File: src/rtl/pwrSeqPkg.sv
// One switchable domain only; settling time is a fixed cycle count and must fit the 5-bit timer
package pwrSeqPkg;

  // --------------------------------------------------------------------------
  // Sequencer states
  // --------------------------------------------------------------------------

  // Shutoff walks Init to PwrOff, restore walks PwrOn1 to RstClr
  typedef enum logic [3:0] {
    Init        = 4'd0,
    ClkOff      = 4'd1,
    Wait1       = 4'd2,
    Isolate     = 4'd3,
    SaveEdge    = 4'd4,
    PrePwrOff   = 4'd5,
    PwrOff      = 4'd6,
    PwrOn1      = 4'd7,
    PwrOn2      = 4'd8,
    RestoreEdge = 4'd9,
    Wait2       = 4'd10,
    DeIsolate   = 4'd11,
    ClkOn       = 4'd12,
    Wait3       = 4'd13,
    RstClr      = 4'd14
  } seqStateE;

  // --------------------------------------------------------------------------
  // Domain controls
  // --------------------------------------------------------------------------

  // All seven lines go to the switched domain and the power switches
  typedef struct packed {
    // High stops the domain clock
    logic gateClk;
    // High clamps the domain outputs
    logic isolate;
    // Active low reset of the non-retention logic
    logic rstnNonSrpg;
    // Power switch stage 1
    logic pwr1On;
    // Power switch stage 2
    logic pwr2On;
    // One-cycle pulse, copy state into the shadow
    logic saveEdge;
    // One-cycle pulse, copy the shadow back
    logic restoreEdge;
  } pwrCtlS;

  // Cycles the power switches need before the state is restored
  localparam int unsigned settleCycles = 28;

endpackage

File: src/rtl/pwrRegPkg.sv
// Plain strobe register bus with no ready; reads are combinational and valid only while rdEn is high
package pwrRegPkg;

  // --------------------------------------------------------------------------
  // Register map
  // --------------------------------------------------------------------------

  // Low-power request, read/write
  localparam logic [1:0] ctrlAddr = 2'd0;

  // Low-power status, read only
  localparam logic [1:0] statusAddr = 2'd1;

  // Domain word as seen through the isolation clamp, read only
  localparam logic [1:0] dataAddr = 2'd2;

  // Request bit in CTRL, status bit in STATUS
  localparam int unsigned reqBit = 0;

  // --------------------------------------------------------------------------
  // Bus request
  // --------------------------------------------------------------------------

  // One cycle of wrEn writes wdata to addr
  // One cycle of rdEn selects addr for the read mux
  typedef struct packed {
    logic       wrEn;
    logic       rdEn;
    logic [1:0] addr;
    logic [7:0] wdata;
  } regReqS;

endpackage

File: src/rtl/pwrRegFile.sv
// STATUS ignores bus writes and is owned by the sequencer; unmapped address 3 reads as zero
module pwrRegFile
(
  input  logic                pclk23,
  input  logic                nprst23,
  input  pwrRegPkg::regReqS   regReq,
  input  logic                setStatus,
  input  logic                clrStatus,
  input  logic [7:0]          domainData,
  output logic [7:0]          regRdata,
  output logic                l1Req
);

  // Request and status flops
  logic ctrlQ;
  logic statusQ;

  // Write decode for CTRL
  logic ctrlWr;

  assign ctrlWr = regReq.wrEn && (regReq.addr == pwrRegPkg::ctrlAddr);

  // --------------------------------------------------------------------------
  // CTRL register
  // --------------------------------------------------------------------------

  always_ff @(posedge pclk23 or negedge nprst23)
  begin
    if (!nprst23)
    begin
      ctrlQ <= 1'b0;
    end
    else if (ctrlWr)
    begin
      // Only the request bit is stored
      ctrlQ <= regReq.wdata[pwrRegPkg::reqBit];
    end
  end

  // Level request straight into the sequencer
  assign l1Req = ctrlQ;

  // --------------------------------------------------------------------------
  // STATUS register
  // --------------------------------------------------------------------------

  // Set has priority, though the sequencer never raises both
  always_ff @(posedge pclk23 or negedge nprst23)
  begin
    if (!nprst23)
    begin
      statusQ <= 1'b0;
    end
    else if (setStatus)
    begin
      statusQ <= 1'b1;
    end
    else if (clrStatus)
    begin
      statusQ <= 1'b0;
    end
  end

  // --------------------------------------------------------------------------
  // Read mux
  // --------------------------------------------------------------------------

  always_comb
  begin
    regRdata = '0;
    if (regReq.rdEn)
    begin
      case (regReq.addr)
        pwrRegPkg::ctrlAddr:
        begin
          regRdata[pwrRegPkg::reqBit] = ctrlQ;
        end
        pwrRegPkg::statusAddr:
        begin
          regRdata[pwrRegPkg::reqBit] = statusQ;
        end
        pwrRegPkg::dataAddr:
        begin
          // Clamped value, so zero while isolated
          regRdata = domainData;
        end
        default:
        begin
          regRdata = '0;
        end
      endcase
    end
  end

endmodule

File: src/rtl/pwrSeqFsm.sv
// Fixed shutoff order; request changes are only sampled in Init and PwrOff, so a short pulse is missed
module pwrSeqFsm
(
  input  logic              pclk23,
  input  logic              nprst23,
  input  logic              l1Req,
  input  logic              settleDone,
  output logic              setStatus,
  output logic              clrStatus,
  output logic              settleStart,
  output pwrSeqPkg::pwrCtlS pwrCtl
);

  // State register and next state
  pwrSeqPkg::seqStateE curState;
  pwrSeqPkg::seqStateE nextState;

  // Registered controls, rstnNonSrpg not yet combined with reset
  pwrSeqPkg::pwrCtlS ctlQ;

  // Controls as decoded from the next state
  pwrSeqPkg::pwrCtlS ctlNext;

  // Map one state to the control levels it holds
  function automatic pwrSeqPkg::pwrCtlS decodeCtl(input pwrSeqPkg::seqStateE st);
    pwrSeqPkg::pwrCtlS ctl;
    // Clock runs only around the idle state
    ctl.gateClk = !(st inside {pwrSeqPkg::ClkOn, pwrSeqPkg::Wait3,
                               pwrSeqPkg::RstClr, pwrSeqPkg::Init});
    // Clamp from Isolate until the restore settles
    ctl.isolate = st inside {pwrSeqPkg::Isolate, pwrSeqPkg::SaveEdge,
                             pwrSeqPkg::PrePwrOff, pwrSeqPkg::PwrOff,
                             pwrSeqPkg::PwrOn1, pwrSeqPkg::PwrOn2,
                             pwrSeqPkg::RestoreEdge, pwrSeqPkg::Wait2};
    // Non-retention reset held from power-off until RstClr
    ctl.rstnNonSrpg = st inside {pwrSeqPkg::Init, pwrSeqPkg::ClkOff,
                                 pwrSeqPkg::Wait1, pwrSeqPkg::Isolate,
                                 pwrSeqPkg::SaveEdge, pwrSeqPkg::PrePwrOff,
                                 pwrSeqPkg::RstClr};
    // Stage 1 returns first, stage 2 one state later
    ctl.pwr1On = (st != pwrSeqPkg::PwrOff);
    ctl.pwr2On = !(st inside {pwrSeqPkg::PwrOff, pwrSeqPkg::PwrOn1});
    ctl.saveEdge = (st == pwrSeqPkg::SaveEdge);
    ctl.restoreEdge = (st == pwrSeqPkg::RestoreEdge);
    return ctl;
  endfunction

  // --------------------------------------------------------------------------
  // Next-state logic
  // --------------------------------------------------------------------------

  always_comb
  begin
    // Most states step on after one cycle
    nextState = curState;
    case (curState)
      pwrSeqPkg::Init:
      begin
        // Start shutoff once software asks for it
        if (l1Req)
        begin
          nextState = pwrSeqPkg::ClkOff;
        end
      end
      pwrSeqPkg::ClkOff:      nextState = pwrSeqPkg::Wait1;
      // Let the gated clock take effect
      pwrSeqPkg::Wait1:       nextState = pwrSeqPkg::Isolate;
      pwrSeqPkg::Isolate:     nextState = pwrSeqPkg::SaveEdge;
      pwrSeqPkg::SaveEdge:    nextState = pwrSeqPkg::PrePwrOff;
      pwrSeqPkg::PrePwrOff:   nextState = pwrSeqPkg::PwrOff;
      pwrSeqPkg::PwrOff:
      begin
        // Stay off until the request is withdrawn
        if (!l1Req)
        begin
          nextState = pwrSeqPkg::PwrOn1;
        end
      end
      pwrSeqPkg::PwrOn1:      nextState = pwrSeqPkg::PwrOn2;
      pwrSeqPkg::PwrOn2:
      begin
        // Supply must settle before state comes back
        if (settleDone)
        begin
          nextState = pwrSeqPkg::RestoreEdge;
        end
      end
      pwrSeqPkg::RestoreEdge: nextState = pwrSeqPkg::Wait2;
      pwrSeqPkg::Wait2:       nextState = pwrSeqPkg::DeIsolate;
      pwrSeqPkg::DeIsolate:   nextState = pwrSeqPkg::ClkOn;
      pwrSeqPkg::ClkOn:       nextState = pwrSeqPkg::Wait3;
      pwrSeqPkg::Wait3:       nextState = pwrSeqPkg::RstClr;
      pwrSeqPkg::RstClr:      nextState = pwrSeqPkg::Init;
      default:                nextState = pwrSeqPkg::Init;
    endcase
  end

  // --------------------------------------------------------------------------
  // State and control registers
  // --------------------------------------------------------------------------

  always_ff @(posedge pclk23 or negedge nprst23)
  begin
    if (!nprst23)
    begin
      curState <= pwrSeqPkg::Init;
    end
    else
    begin
      curState <= nextState;
    end
  end

  assign ctlNext = decodeCtl(nextState);

  // Each control is a flop fed from the next-state decode
  always_ff @(posedge pclk23 or negedge nprst23)
  begin
    if (!nprst23)
    begin
      ctlQ.gateClk     <= 1'b0;
      ctlQ.isolate     <= 1'b0;
      ctlQ.rstnNonSrpg <= 1'b0;
      // Domain powered out of reset
      ctlQ.pwr1On      <= 1'b1;
      ctlQ.pwr2On      <= 1'b1;
      ctlQ.saveEdge    <= 1'b0;
      ctlQ.restoreEdge <= 1'b0;
    end
    else
    begin
      ctlQ <= ctlNext;
    end
  end

  // Non-retention reset also follows the system reset
  always_comb
  begin
    pwrCtl = ctlQ;
    pwrCtl.rstnNonSrpg = ctlQ.rstnNonSrpg & nprst23;
  end

  // Status handshake and timer kick
  assign setStatus   = (nextState == pwrSeqPkg::ClkOff);
  assign clrStatus   = (curState == pwrSeqPkg::RstClr);
  assign settleStart = (curState == pwrSeqPkg::PwrOn1) && (nextState == pwrSeqPkg::PwrOn2);

endmodule

File: src/rtl/pwrSettleTimer.sv
// A start pulse while already counting is ignored; the count wraps back to zero one edge after done
module pwrSettleTimer
(
  input  logic pclk23,
  input  logic nprst23,
  input  logic settleStart,
  output logic settleDone
);

  // Terminal count at counter width
  localparam logic [4:0] doneCount = 5'(pwrSeqPkg::settleCycles);

  // Settling counter, zero when idle
  logic [4:0] cnt;

  // --------------------------------------------------------------------------
  // Counter
  // --------------------------------------------------------------------------

  always_ff @(posedge pclk23 or negedge nprst23)
  begin
    if (!nprst23)
    begin
      cnt <= '0;
    end
    else if (settleDone)
    begin
      // Back to idle so the next power-up gets a full period
      cnt <= '0;
    end
    else if ((cnt != '0) || settleStart)
    begin
      cnt <= cnt + 5'd1;
    end
  end

  // High for exactly one cycle per start
  assign settleDone = (cnt == doneCount);

endmodule

File: src/rtl/pwrRetainDomain.sv
// Behavioral domain model; the shadow word survives power-off, writes while clock gated are dropped
module pwrRetainDomain
(
  input  logic              pclk23,
  input  logic              nprst23,
  input  pwrSeqPkg::pwrCtlS pwrCtl,
  input  logic              domainWrEn,
  input  logic [7:0]        domainWData,
  output logic [7:0]        domainData
);

  // Working register, lost when the domain is off
  logic [7:0] dataQ;

  // Retention shadow
  logic [7:0] shadowQ;

  // Restore seen but reset still held
  logic restorePend;

  // Combined reset of the non-retention logic
  logic domRstN;

  assign domRstN = nprst23 & pwrCtl.rstnNonSrpg;

  // --------------------------------------------------------------------------
  // Retention side, powered throughout
  // --------------------------------------------------------------------------

  always_ff @(posedge pclk23 or negedge nprst23)
  begin
    if (!nprst23)
    begin
      shadowQ     <= '0;
      restorePend <= 1'b0;
    end
    else
    begin
      // Capture on the save pulse
      if (pwrCtl.saveEdge)
      begin
        shadowQ <= dataQ;
      end
      // Restore arms the load, which lands once the reset lifts
      if (pwrCtl.restoreEdge)
      begin
        restorePend <= 1'b1;
      end
      else if (domRstN)
      begin
        restorePend <= 1'b0;
      end
    end
  end

  // --------------------------------------------------------------------------
  // Switched side
  // --------------------------------------------------------------------------

  always_ff @(posedge pclk23 or negedge domRstN)
  begin
    if (!domRstN)
    begin
      dataQ <= '0;
    end
    else if (restorePend)
    begin
      dataQ <= shadowQ;
    end
    else if (domainWrEn && !pwrCtl.gateClk)
    begin
      // No clock, no update
      dataQ <= domainWData;
    end
  end

  // Output clamp to zero while isolated
  assign domainData = pwrCtl.isolate ? 8'h00 : dataQ;

endmodule

File: src/rtl/pwrCtrlTop.sv
// Single domain, single clock; pwrCtl is exported unchanged for the external power switches
module pwrCtrlTop
(
  input  logic              pclk23,
  input  logic              nprst23,
  input  pwrRegPkg::regReqS regReq,
  input  logic              domainWrEn,
  input  logic [7:0]        domainWData,
  output logic [7:0]        regRdata,
  output logic [7:0]        domainData,
  output pwrSeqPkg::pwrCtlS pwrCtl
);

  // Register file to sequencer
  logic l1Req;
  logic setStatus;
  logic clrStatus;

  // Sequencer to settling timer
  logic settleStart;
  logic settleDone;

  // --------------------------------------------------------------------------
  // Registers
  // --------------------------------------------------------------------------

  pwrRegFile uRegFile
  (
    .pclk23     (pclk23),
    .nprst23    (nprst23),
    .regReq     (regReq),
    .setStatus  (setStatus),
    .clrStatus  (clrStatus),
    .domainData (domainData),
    .regRdata   (regRdata),
    .l1Req      (l1Req)
  );

  // --------------------------------------------------------------------------
  // Sequencer and timer
  // --------------------------------------------------------------------------

  pwrSeqFsm uSeqFsm
  (
    .pclk23      (pclk23),
    .nprst23     (nprst23),
    .l1Req       (l1Req),
    .settleDone  (settleDone),
    .setStatus   (setStatus),
    .clrStatus   (clrStatus),
    .settleStart (settleStart),
    .pwrCtl      (pwrCtl)
  );

  pwrSettleTimer uSettleTimer
  (
    .pclk23      (pclk23),
    .nprst23     (nprst23),
    .settleStart (settleStart),
    .settleDone  (settleDone)
  );

  // Switched domain
  pwrRetainDomain uDomain
  (
    .pclk23      (pclk23),
    .nprst23     (nprst23),
    .pwrCtl      (pwrCtl),
    .domainWrEn  (domainWrEn),
    .domainWData (domainWData),
    .domainData  (domainData)
  );

endmodule

File: config.mk
export PLATFORM = sky130hd
export DESIGN_NAME = pwrCtrlTop
export DESIGN_NICKNAME = d
export VERILOG_FILES = /design/src/rtl/pwrSeqPkg.sv /design/src/rtl/pwrRegPkg.sv /design/src/rtl/pwrRegFile.sv /design/src/rtl/pwrSeqFsm.sv /design/src/rtl/pwrSettleTimer.sv /design/src/rtl/pwrRetainDomain.sv /design/src/rtl/pwrCtrlTop.sv
export SDC_FILE = /design/constraint.sdc
export NUM_CORES = 1
export LEC_CHECK = 0
export BUFFER_PORTS_ARGS = -buffer_cell sky130_fd_sc_hd__buf_2
export CORE_AREA = 2 2 61 92
export DETAILED_ROUTE_END_ITERATION = 16
export DIE_AREA = 0 0 63 94
export GPL_ROUTABILITY_DRIVEN = 0
export SYNTH_ARGS = -nofsm -noshare
export SYNTH_HDL_FRONTEND = slang
export SYNTH_SLANG_ARGS = --single-unit
File: constraint.sdc
create_clock -name pclk23 -period 1.7 [get_ports pclk23]
set_input_delay 0.34 -clock pclk23 [delete_from_list [all_inputs] [get_ports pclk23]]
set_output_delay 0.34 -clock pclk23 [all_outputs]
set_load 0.05 [all_outputs]
==> Word-level counts from Yosys, hierarchy flattened <==
Cells that the tools add are included.
{ "classes": {"reduce_logical": 19, "eq_ne": 31, "n_mux": 16, "n_addsub": 1, "bitwise": 2} }
{ "op_table": {"columns": ["cell", "n"], "rows": [
  ["4-bit one-hot mux with 14 select lines", 1],
  ["4-bit equality test (second input constant)", 13],
  ["4-bit by 3-bit equality test with 1-bit output (second input constant)", 8],
  ["8-bit 2-to-1 mux", 4],
  ["4-bit by 2-bit equality test with 1-bit output (second input constant)", 4],
  ["4-bit 2-to-1 mux", 3],
  ["5-bit 2-to-1 mux", 2],
  ["2-bit nonzero test", 5],
  ["4-bit by 1-bit equality test with 1-bit output (second input constant)", 2],
  ["4-bit logical NOT", 2],
  ["8-bit nonzero test", 1],
  ["7-bit 2-to-1 mux", 1],
  ["7-bit nonzero test", 1],
  ["5-bit by 1-bit adder with 5-bit output (second input constant)", 1],
  ["5-bit equality test (second input constant)", 1],
  ["5-bit nonzero test", 1],
  ["1-bit 2-to-1 mux", 4],
  ["4-bit by 3-bit != test with 1-bit output (second input constant)", 1],
  ["4-bit nonzero test", 1],
  ["1-bit logical AND", 3],
  ["1-bit logical NOT", 3],
  ["1-bit one-hot mux with 3 select lines", 1],
  ["1-bit bitwise AND", 2],
  ["2-bit by 1-bit equality test with 1-bit output (second input constant)", 1],
  ["other kinds (3)", 3]
]} }
{ "totals": {"wordCells": 83, "inputBits": 23, "ff_bits": 35, "output_inout_bits": 23} }

==> Depth between registers and ports, before layout <==
{ "depth": {"ltp_word": 8, "depth_mapped": 5, "mapped_depth_nobuf": 5} }

==> By module <==
Synthesis repeated with hierarchy kept, for this count alone.
{ "unflattened": {"hier_cells": 170, "area_unflattened_um2": 1934.4} }
{ "modules_own_cells": {"columns": ["module", "cells_each", "area_per_inst_um2", "instances"], "rows": [
  ["pwrRetainDomain", 73, 897.1, 1],
  ["pwrSeqFsm", 52, 589.3, 1],
  ["pwrSettleTimer", 25, 281.5, 1],
  ["pwrRegFile", 20, 166.4, 1]
]} }

==> Worst setup path after synthesis <==
No wires, ideal clock.
{ "synth_path": {"kind": "reg2out", "startpoint": "register uSeqFsm.ctlQ (netlist bit uSeqFsm.pwrCtl[5])", "endpoint": "output port regRdata[0]", "stages_incl_launch_ff": 4, "setup_slack_ns": -0.532, "n_path_buf": 0, "t_required_ns": 1.360, "arrival_time_ns": 1.892, "cell_sequence": "dfrtp_1 nor2b_1 and2_1 o311a_1"} }
{ "synth_between": {"elab_chain_len": 3} }
{ "synth_rtl": {"columns": ["item", "line", "text"], "rows": [
  ["start: declaration", "pwrSeqFsm.sv:19", "pwrSeqPkg::pwrCtlS ctlQ;"],
  ["start signal: assignment", "pwrSeqFsm.sv:132", "ctlQ <= ctlNext;"],
  ["8-bit 2-to-1 mux", "pwrRetainDomain.sv:78", "assign domainData = pwrCtl.isolate ? 8'h00 : dataQ;"],
  ["named net domainData[0]", "pwrCtrlTop.sv:10", "output logic [7:0] domainData,"],
  ["1-bit one-hot mux with 3 select lines", "pwrRegFile.sv:73", "case (regReq.addr)"],
  ["8-bit 2-to-1 mux", "pwrRegFile.sv:71", "if (regReq.rdEn)"],
  ["end: declaration", "pwrCtrlTop.sv:9", "output logic [7:0] regRdata,"]
]} }
The timed path passes the listed nets, and every way through them passes these cells.

==> Worst setup path in the final report <==
{ "layout_path": {"startpoint": "register uDomain.dataQ[0]", "endpoint": "output port regRdata[0]"} }
{ "layout_between": {"elab_chain_len": 3} }
{ "layout_rtl": {"columns": ["item", "line", "text"], "rows": [
  ["start: declaration", "pwrRetainDomain.sv:13", "logic [7:0] dataQ;"],
  ["start signal: assignment", "pwrRetainDomain.sv:68", "dataQ <= shadowQ;"],
  ["start signal: assignment", "pwrRetainDomain.sv:73", "dataQ <= domainWData;"],
  ["8-bit 2-to-1 mux", "pwrRetainDomain.sv:78", null],
  ["1-bit one-hot mux with 3 select lines", "pwrRegFile.sv:73", null],
  ["8-bit 2-to-1 mux", "pwrRegFile.sv:71", null]
]} }
No other way between the ends.

==> key figures <==
Pwr
  • Final total power: 4.17 mW
  • Maximum VDD drop: 0.623 mV
  • Lkg Pwr: approximately 1 nW
  • Power per cell area: 1870 mW/mm2

Detailed routing
  • Antenna-violating nets left: 0
  • Number of violations reported at the end of detailed-routing iteration 0: 29
  • TritonRoute pass-1 iters: 4
  • Via count: 1,258
  • Final routed wire length divided by cell count: 12.1 um
  • Number of vias per cell after detailed routing: 4.61
  • Final Routed Wirelength: 3290 um
  • Remaining routing DRC violations: 0

Setup path
  • CP Data Arrival Time: 1.40 ns
  • Critical path fanouts, max: 3
  • Endpoint class of the critical path: output pin
  • Delay of the slowest critical-path stage: 0.40 ns
  • Data required time at the worst endpoint: 1.36 ns
  • Cell Chain, Critical Path: nor2b_4, and2_4, o311a_4, buf_8
  • Crit-path slowest cell: sky130_fd_sc_hd__dfrtp_1
  • Category of the most critical setup path: reg2out
  • Critical Path Source Type: flip-flop

Placed design
  • Placed inst area: 0.00199 mm2
  • DP HPWL: 2510 um
  • PortBufs: 38

Yosys
  • Cell count after synthesis: around 160
  • Area share of the largest cell type after synthesis: 0.478
  • Biggest area consumer among synthesized cells: sky130_fd_sc_hd__dfrtp_1
  • Share of the yosys chip area belonging to registers: 0.509
  • Net count after synthesis: 189
  • Synth cell count leaders: 33 x sky130_fd_sc_hd__dfrtp_1, 18 x sky130_fd_sc_hd__nand2_1, 14 x sky130_fd_sc_hd__o21ai_0
  • Most frequent cell after synthesis: sky130_fd_sc_hd__dfrtp_1
  • Number of different library cells in the post-synthesis netlist: 36
  • Synthesis warning total: 0
  • Share of flip-flops with an asynchronous set or reset after synthesis: 1.00
  • Number of storage elements in the synthesis netlist: 35
  • Number of synthesized flops with an enable pin: 0
  • Mean area per synthesized cell: 10.5 um2
  • Post-Synthesis Cell Area: ~0.0017 mm2
  • Biggest area contributors in the synthesized netlist: sky130_fd_sc_hd__dfrtp_1 48%, sky130_fd_sc_hd__mux2_2 5.9%, sky130_fd_sc_hd__mux2i_1 4.6%, sky130_fd_sc_hd__nor2b_1 4.3%, sky130_fd_sc_hd__o21ai_0 4.1%
  • Most used flip-flop cell after synthesis: sky130_fd_sc_hd__dfrtp_1

GRT
  • Routing usage on met3: 0.0360
  • Number of global-route vias before repair: around 1,300
  • All-layer global routing usage: 0.125
  • Wire length of the first global-routing pass: 5800 um
  • Met2 demand-to-capacity share in global routing: 0.238
  • Total gr overflow: 0
  • Antenna violations before repair: 0
  • Largest net degree at the start of global routing: 28
  • Layer with the highest usage after global routing: met2
  • Met1 track utilization from global routing: 0.128

Final layout
  • Net count reported at finish: 229
  • Share of cells above drive strength 1: 0.405
  • Combined area of the multi-input logic cells: around 790 um2
  • Growth of design area from synthesis to finish: 28.8%
  • Storage element area: ~880 um2
  • Antenna diode count: 0
  • Final core area utilization: 0.437
  • Filler Cell Count: a little over 500
  • Final instance area: 0.00222 mm2

Floorplanning
  • Die outline width: 63 um
  • Top Ports: 46
  • Starting density of the core: 0.340
  • Core area: ~0.0051 mm2
  • Die area: 0.00592 mm2
  • Placement row count: 32
  • Vertical die dimension: 94 um

Timing
  • Clock tree skew after final layout: 0.00310 ns
  • Highest Clock Rate: 0.574 GHz
  • Final number of max-transition violations: 0
  • Hold slack: 0.0919 ns
  • Slew of the pin with the lowest slew margin: 0.448 ns
  • Post-route setup TNS: -0.0430 ns
  • Number of hold-slack violations in the final timing report: 0
  • Setup violation total in the final timing report: 1
  • Relative slew slack: 0.702
  • Final period util: 1.03
  • Shortest clock period the worst path allows after layout: 1.74 ns
  • Setup ws final: -0.0430 ns
  • Setup repair after global routing missed its margin: yes

CTS
  • Clock-pin slew reported for the worst setup and hold paths after clock tree synthesis: 0.07 ns
  • H-tree depth: 2
  • CTS buffer count: 5
  • Clock insertion delay at the later pin of the skew report: 0.28 ns
  • CTS tree: built
  • Clk root buf: sky130_fd_sc_hd__clkbuf_8
  • # clock sinks: 35
  • Number of buffers between clock root and the deepest sink: 2
  • Post-CTS setup buffer count: 0

Run status
  • Violated checks: setup timing
  • Result of the run: finished, violations left

Min path
  • Worst min path class: in2async

Run
  • Max-Cap Viols: 0
[layout by cell type (no fill, tap or decap), types with 2 or more instances in the layout]
| cell | n |
|---|---|
| sky130_fd_sc_hd__mux2_1 | 2 |
| sky130_fd_sc_hd__buf_4 | 8 |
| sky130_fd_sc_hd__inv_1 | 5 |
| sky130_fd_sc_hd__nor2b_1 | 11 |
| sky130_fd_sc_hd__dfstp_2 | 2 |
| sky130_fd_sc_hd__xnor2_1 | 2 |
| sky130_fd_sc_hd__a21oi_1 | 3 |
| sky130_fd_sc_hd__buf_2 | 29 |
| sky130_fd_sc_hd__ha_1 | 2 |
| sky130_fd_sc_hd__nand3_1 | 2 |
| sky130_fd_sc_hd__mux2i_1 | 8 |
| sky130_fd_sc_hd__nand2_1 | 18 |
| sky130_fd_sc_hd__and2_4 | 8 |
| sky130_fd_sc_hd__mux2_2 | 9 |
| sky130_fd_sc_hd__clkbuf_8 | 5 |
| sky130_fd_sc_hd__o21ai_0 | 14 |
| sky130_fd_sc_hd__nor3_1 | 2 |
| sky130_fd_sc_hd__a21o_1 | 3 |
| sky130_fd_sc_hd__dfrtp_1 | 32 |
| sky130_fd_sc_hd__buf_8 | 8 |
| sky130_fd_sc_hd__nor2_1 | 9 |
[power breakdown]
part / total (mW) / switching [mW] / internal [mW]
Combinational: 1.87 / 1.13 / 0.744
Sequential: 1.56 / 0.352 / 1.21
Clock: 0.735 / 0.299 / 0.436
Total: 4.17 / 1.78 / 2.39
[timing repair]
action | CTS | global route
hold buffers | 0 | 0
gates resized for setup | 19 | 17
endpoints found under the setup margin | 8 | 9
pin swaps | 2 | 1
[layer usage]
layer	up-vias	routed length (um)
met5	-	0
met4	0	48
met3	5	161
met2	38	1800
met1	587	1280
li1	628	-
[cell type report]
class                           count  share of cell area
Clock buffer                        5              0.0310
Clock inverter                      3              0.0197
Inverter                            5             0.00844
Multi-Input combinational cell    111               0.357
Sequential cell                    35               0.396
Tap cell                           68              0.0383
Timing Repair Buffer               46               0.150
[through the flow]
step	worst slack, ns	std cells
2_1_floorplan	0.0426	164
3_3_place_gp	0.139	265
3_5_place_dp	0.138	265
4_1_cts	-0.0601	273
5_1_grt	-0.0870	273
6_report	-0.0430	273
[final timing paths]
path / from / endpoint / slack [ns] / depth (start not counted)
max: uDomain.dataQ[0] / regRdata[0] / -0.04 / 4
min in group pclk23: regReq[0] / uRegFile.l1Req / 0.29 / 2
max reg2reg: uSettleTimer.cnt[0] / uSettleTimer.cnt[1] / 0.23 / 5
max in group asynchronous: uSeqFsm.ctlQ[4] / uDomain.dataQ[6] / 1.29 / 3
min reg2reg: uSeqFsm.ctlQ[4] / uDomain.dataQ[3] / 0.28 / 3
min: nprst23 / uSeqFsm.curState[0] / 0.09 / 2
[registers in the layout, indices dropped and copies added, names as in the netlist, 4 cells and up]
register          cells
uDomain.shadowQ       8
uSeqFsm.curState      4
uSettleTimer.cnt      5
uDomain.dataQ         8
uSeqFsm.pwrCtl        6
[cell families (layout without fill, tap and decap cells)]
family                     after synthesis  in the layout  share of synthesized area
AOI/OAI and AO/OA                       28             28                      0.101
xor gates and xnor gates                 3              3                     0.0152
adders and majority gates                2              2                     0.0145
buffers and inverters                   18             59                     0.0565
DFF                                     35             35                      0.509
muxes                                   19             19                      0.118
and+or+nand+nor                         59             59                      0.186
[critical path, delay by kind of cell (launching register included)]
family	cells	cell delay, ns
DFF	1	0.40
and+or+nand+nor	2	0.27
buffers and inverters	1	0.15
AOI/OAI and AO/OA	1	0.30
Power figures use the tool's default switching activity.
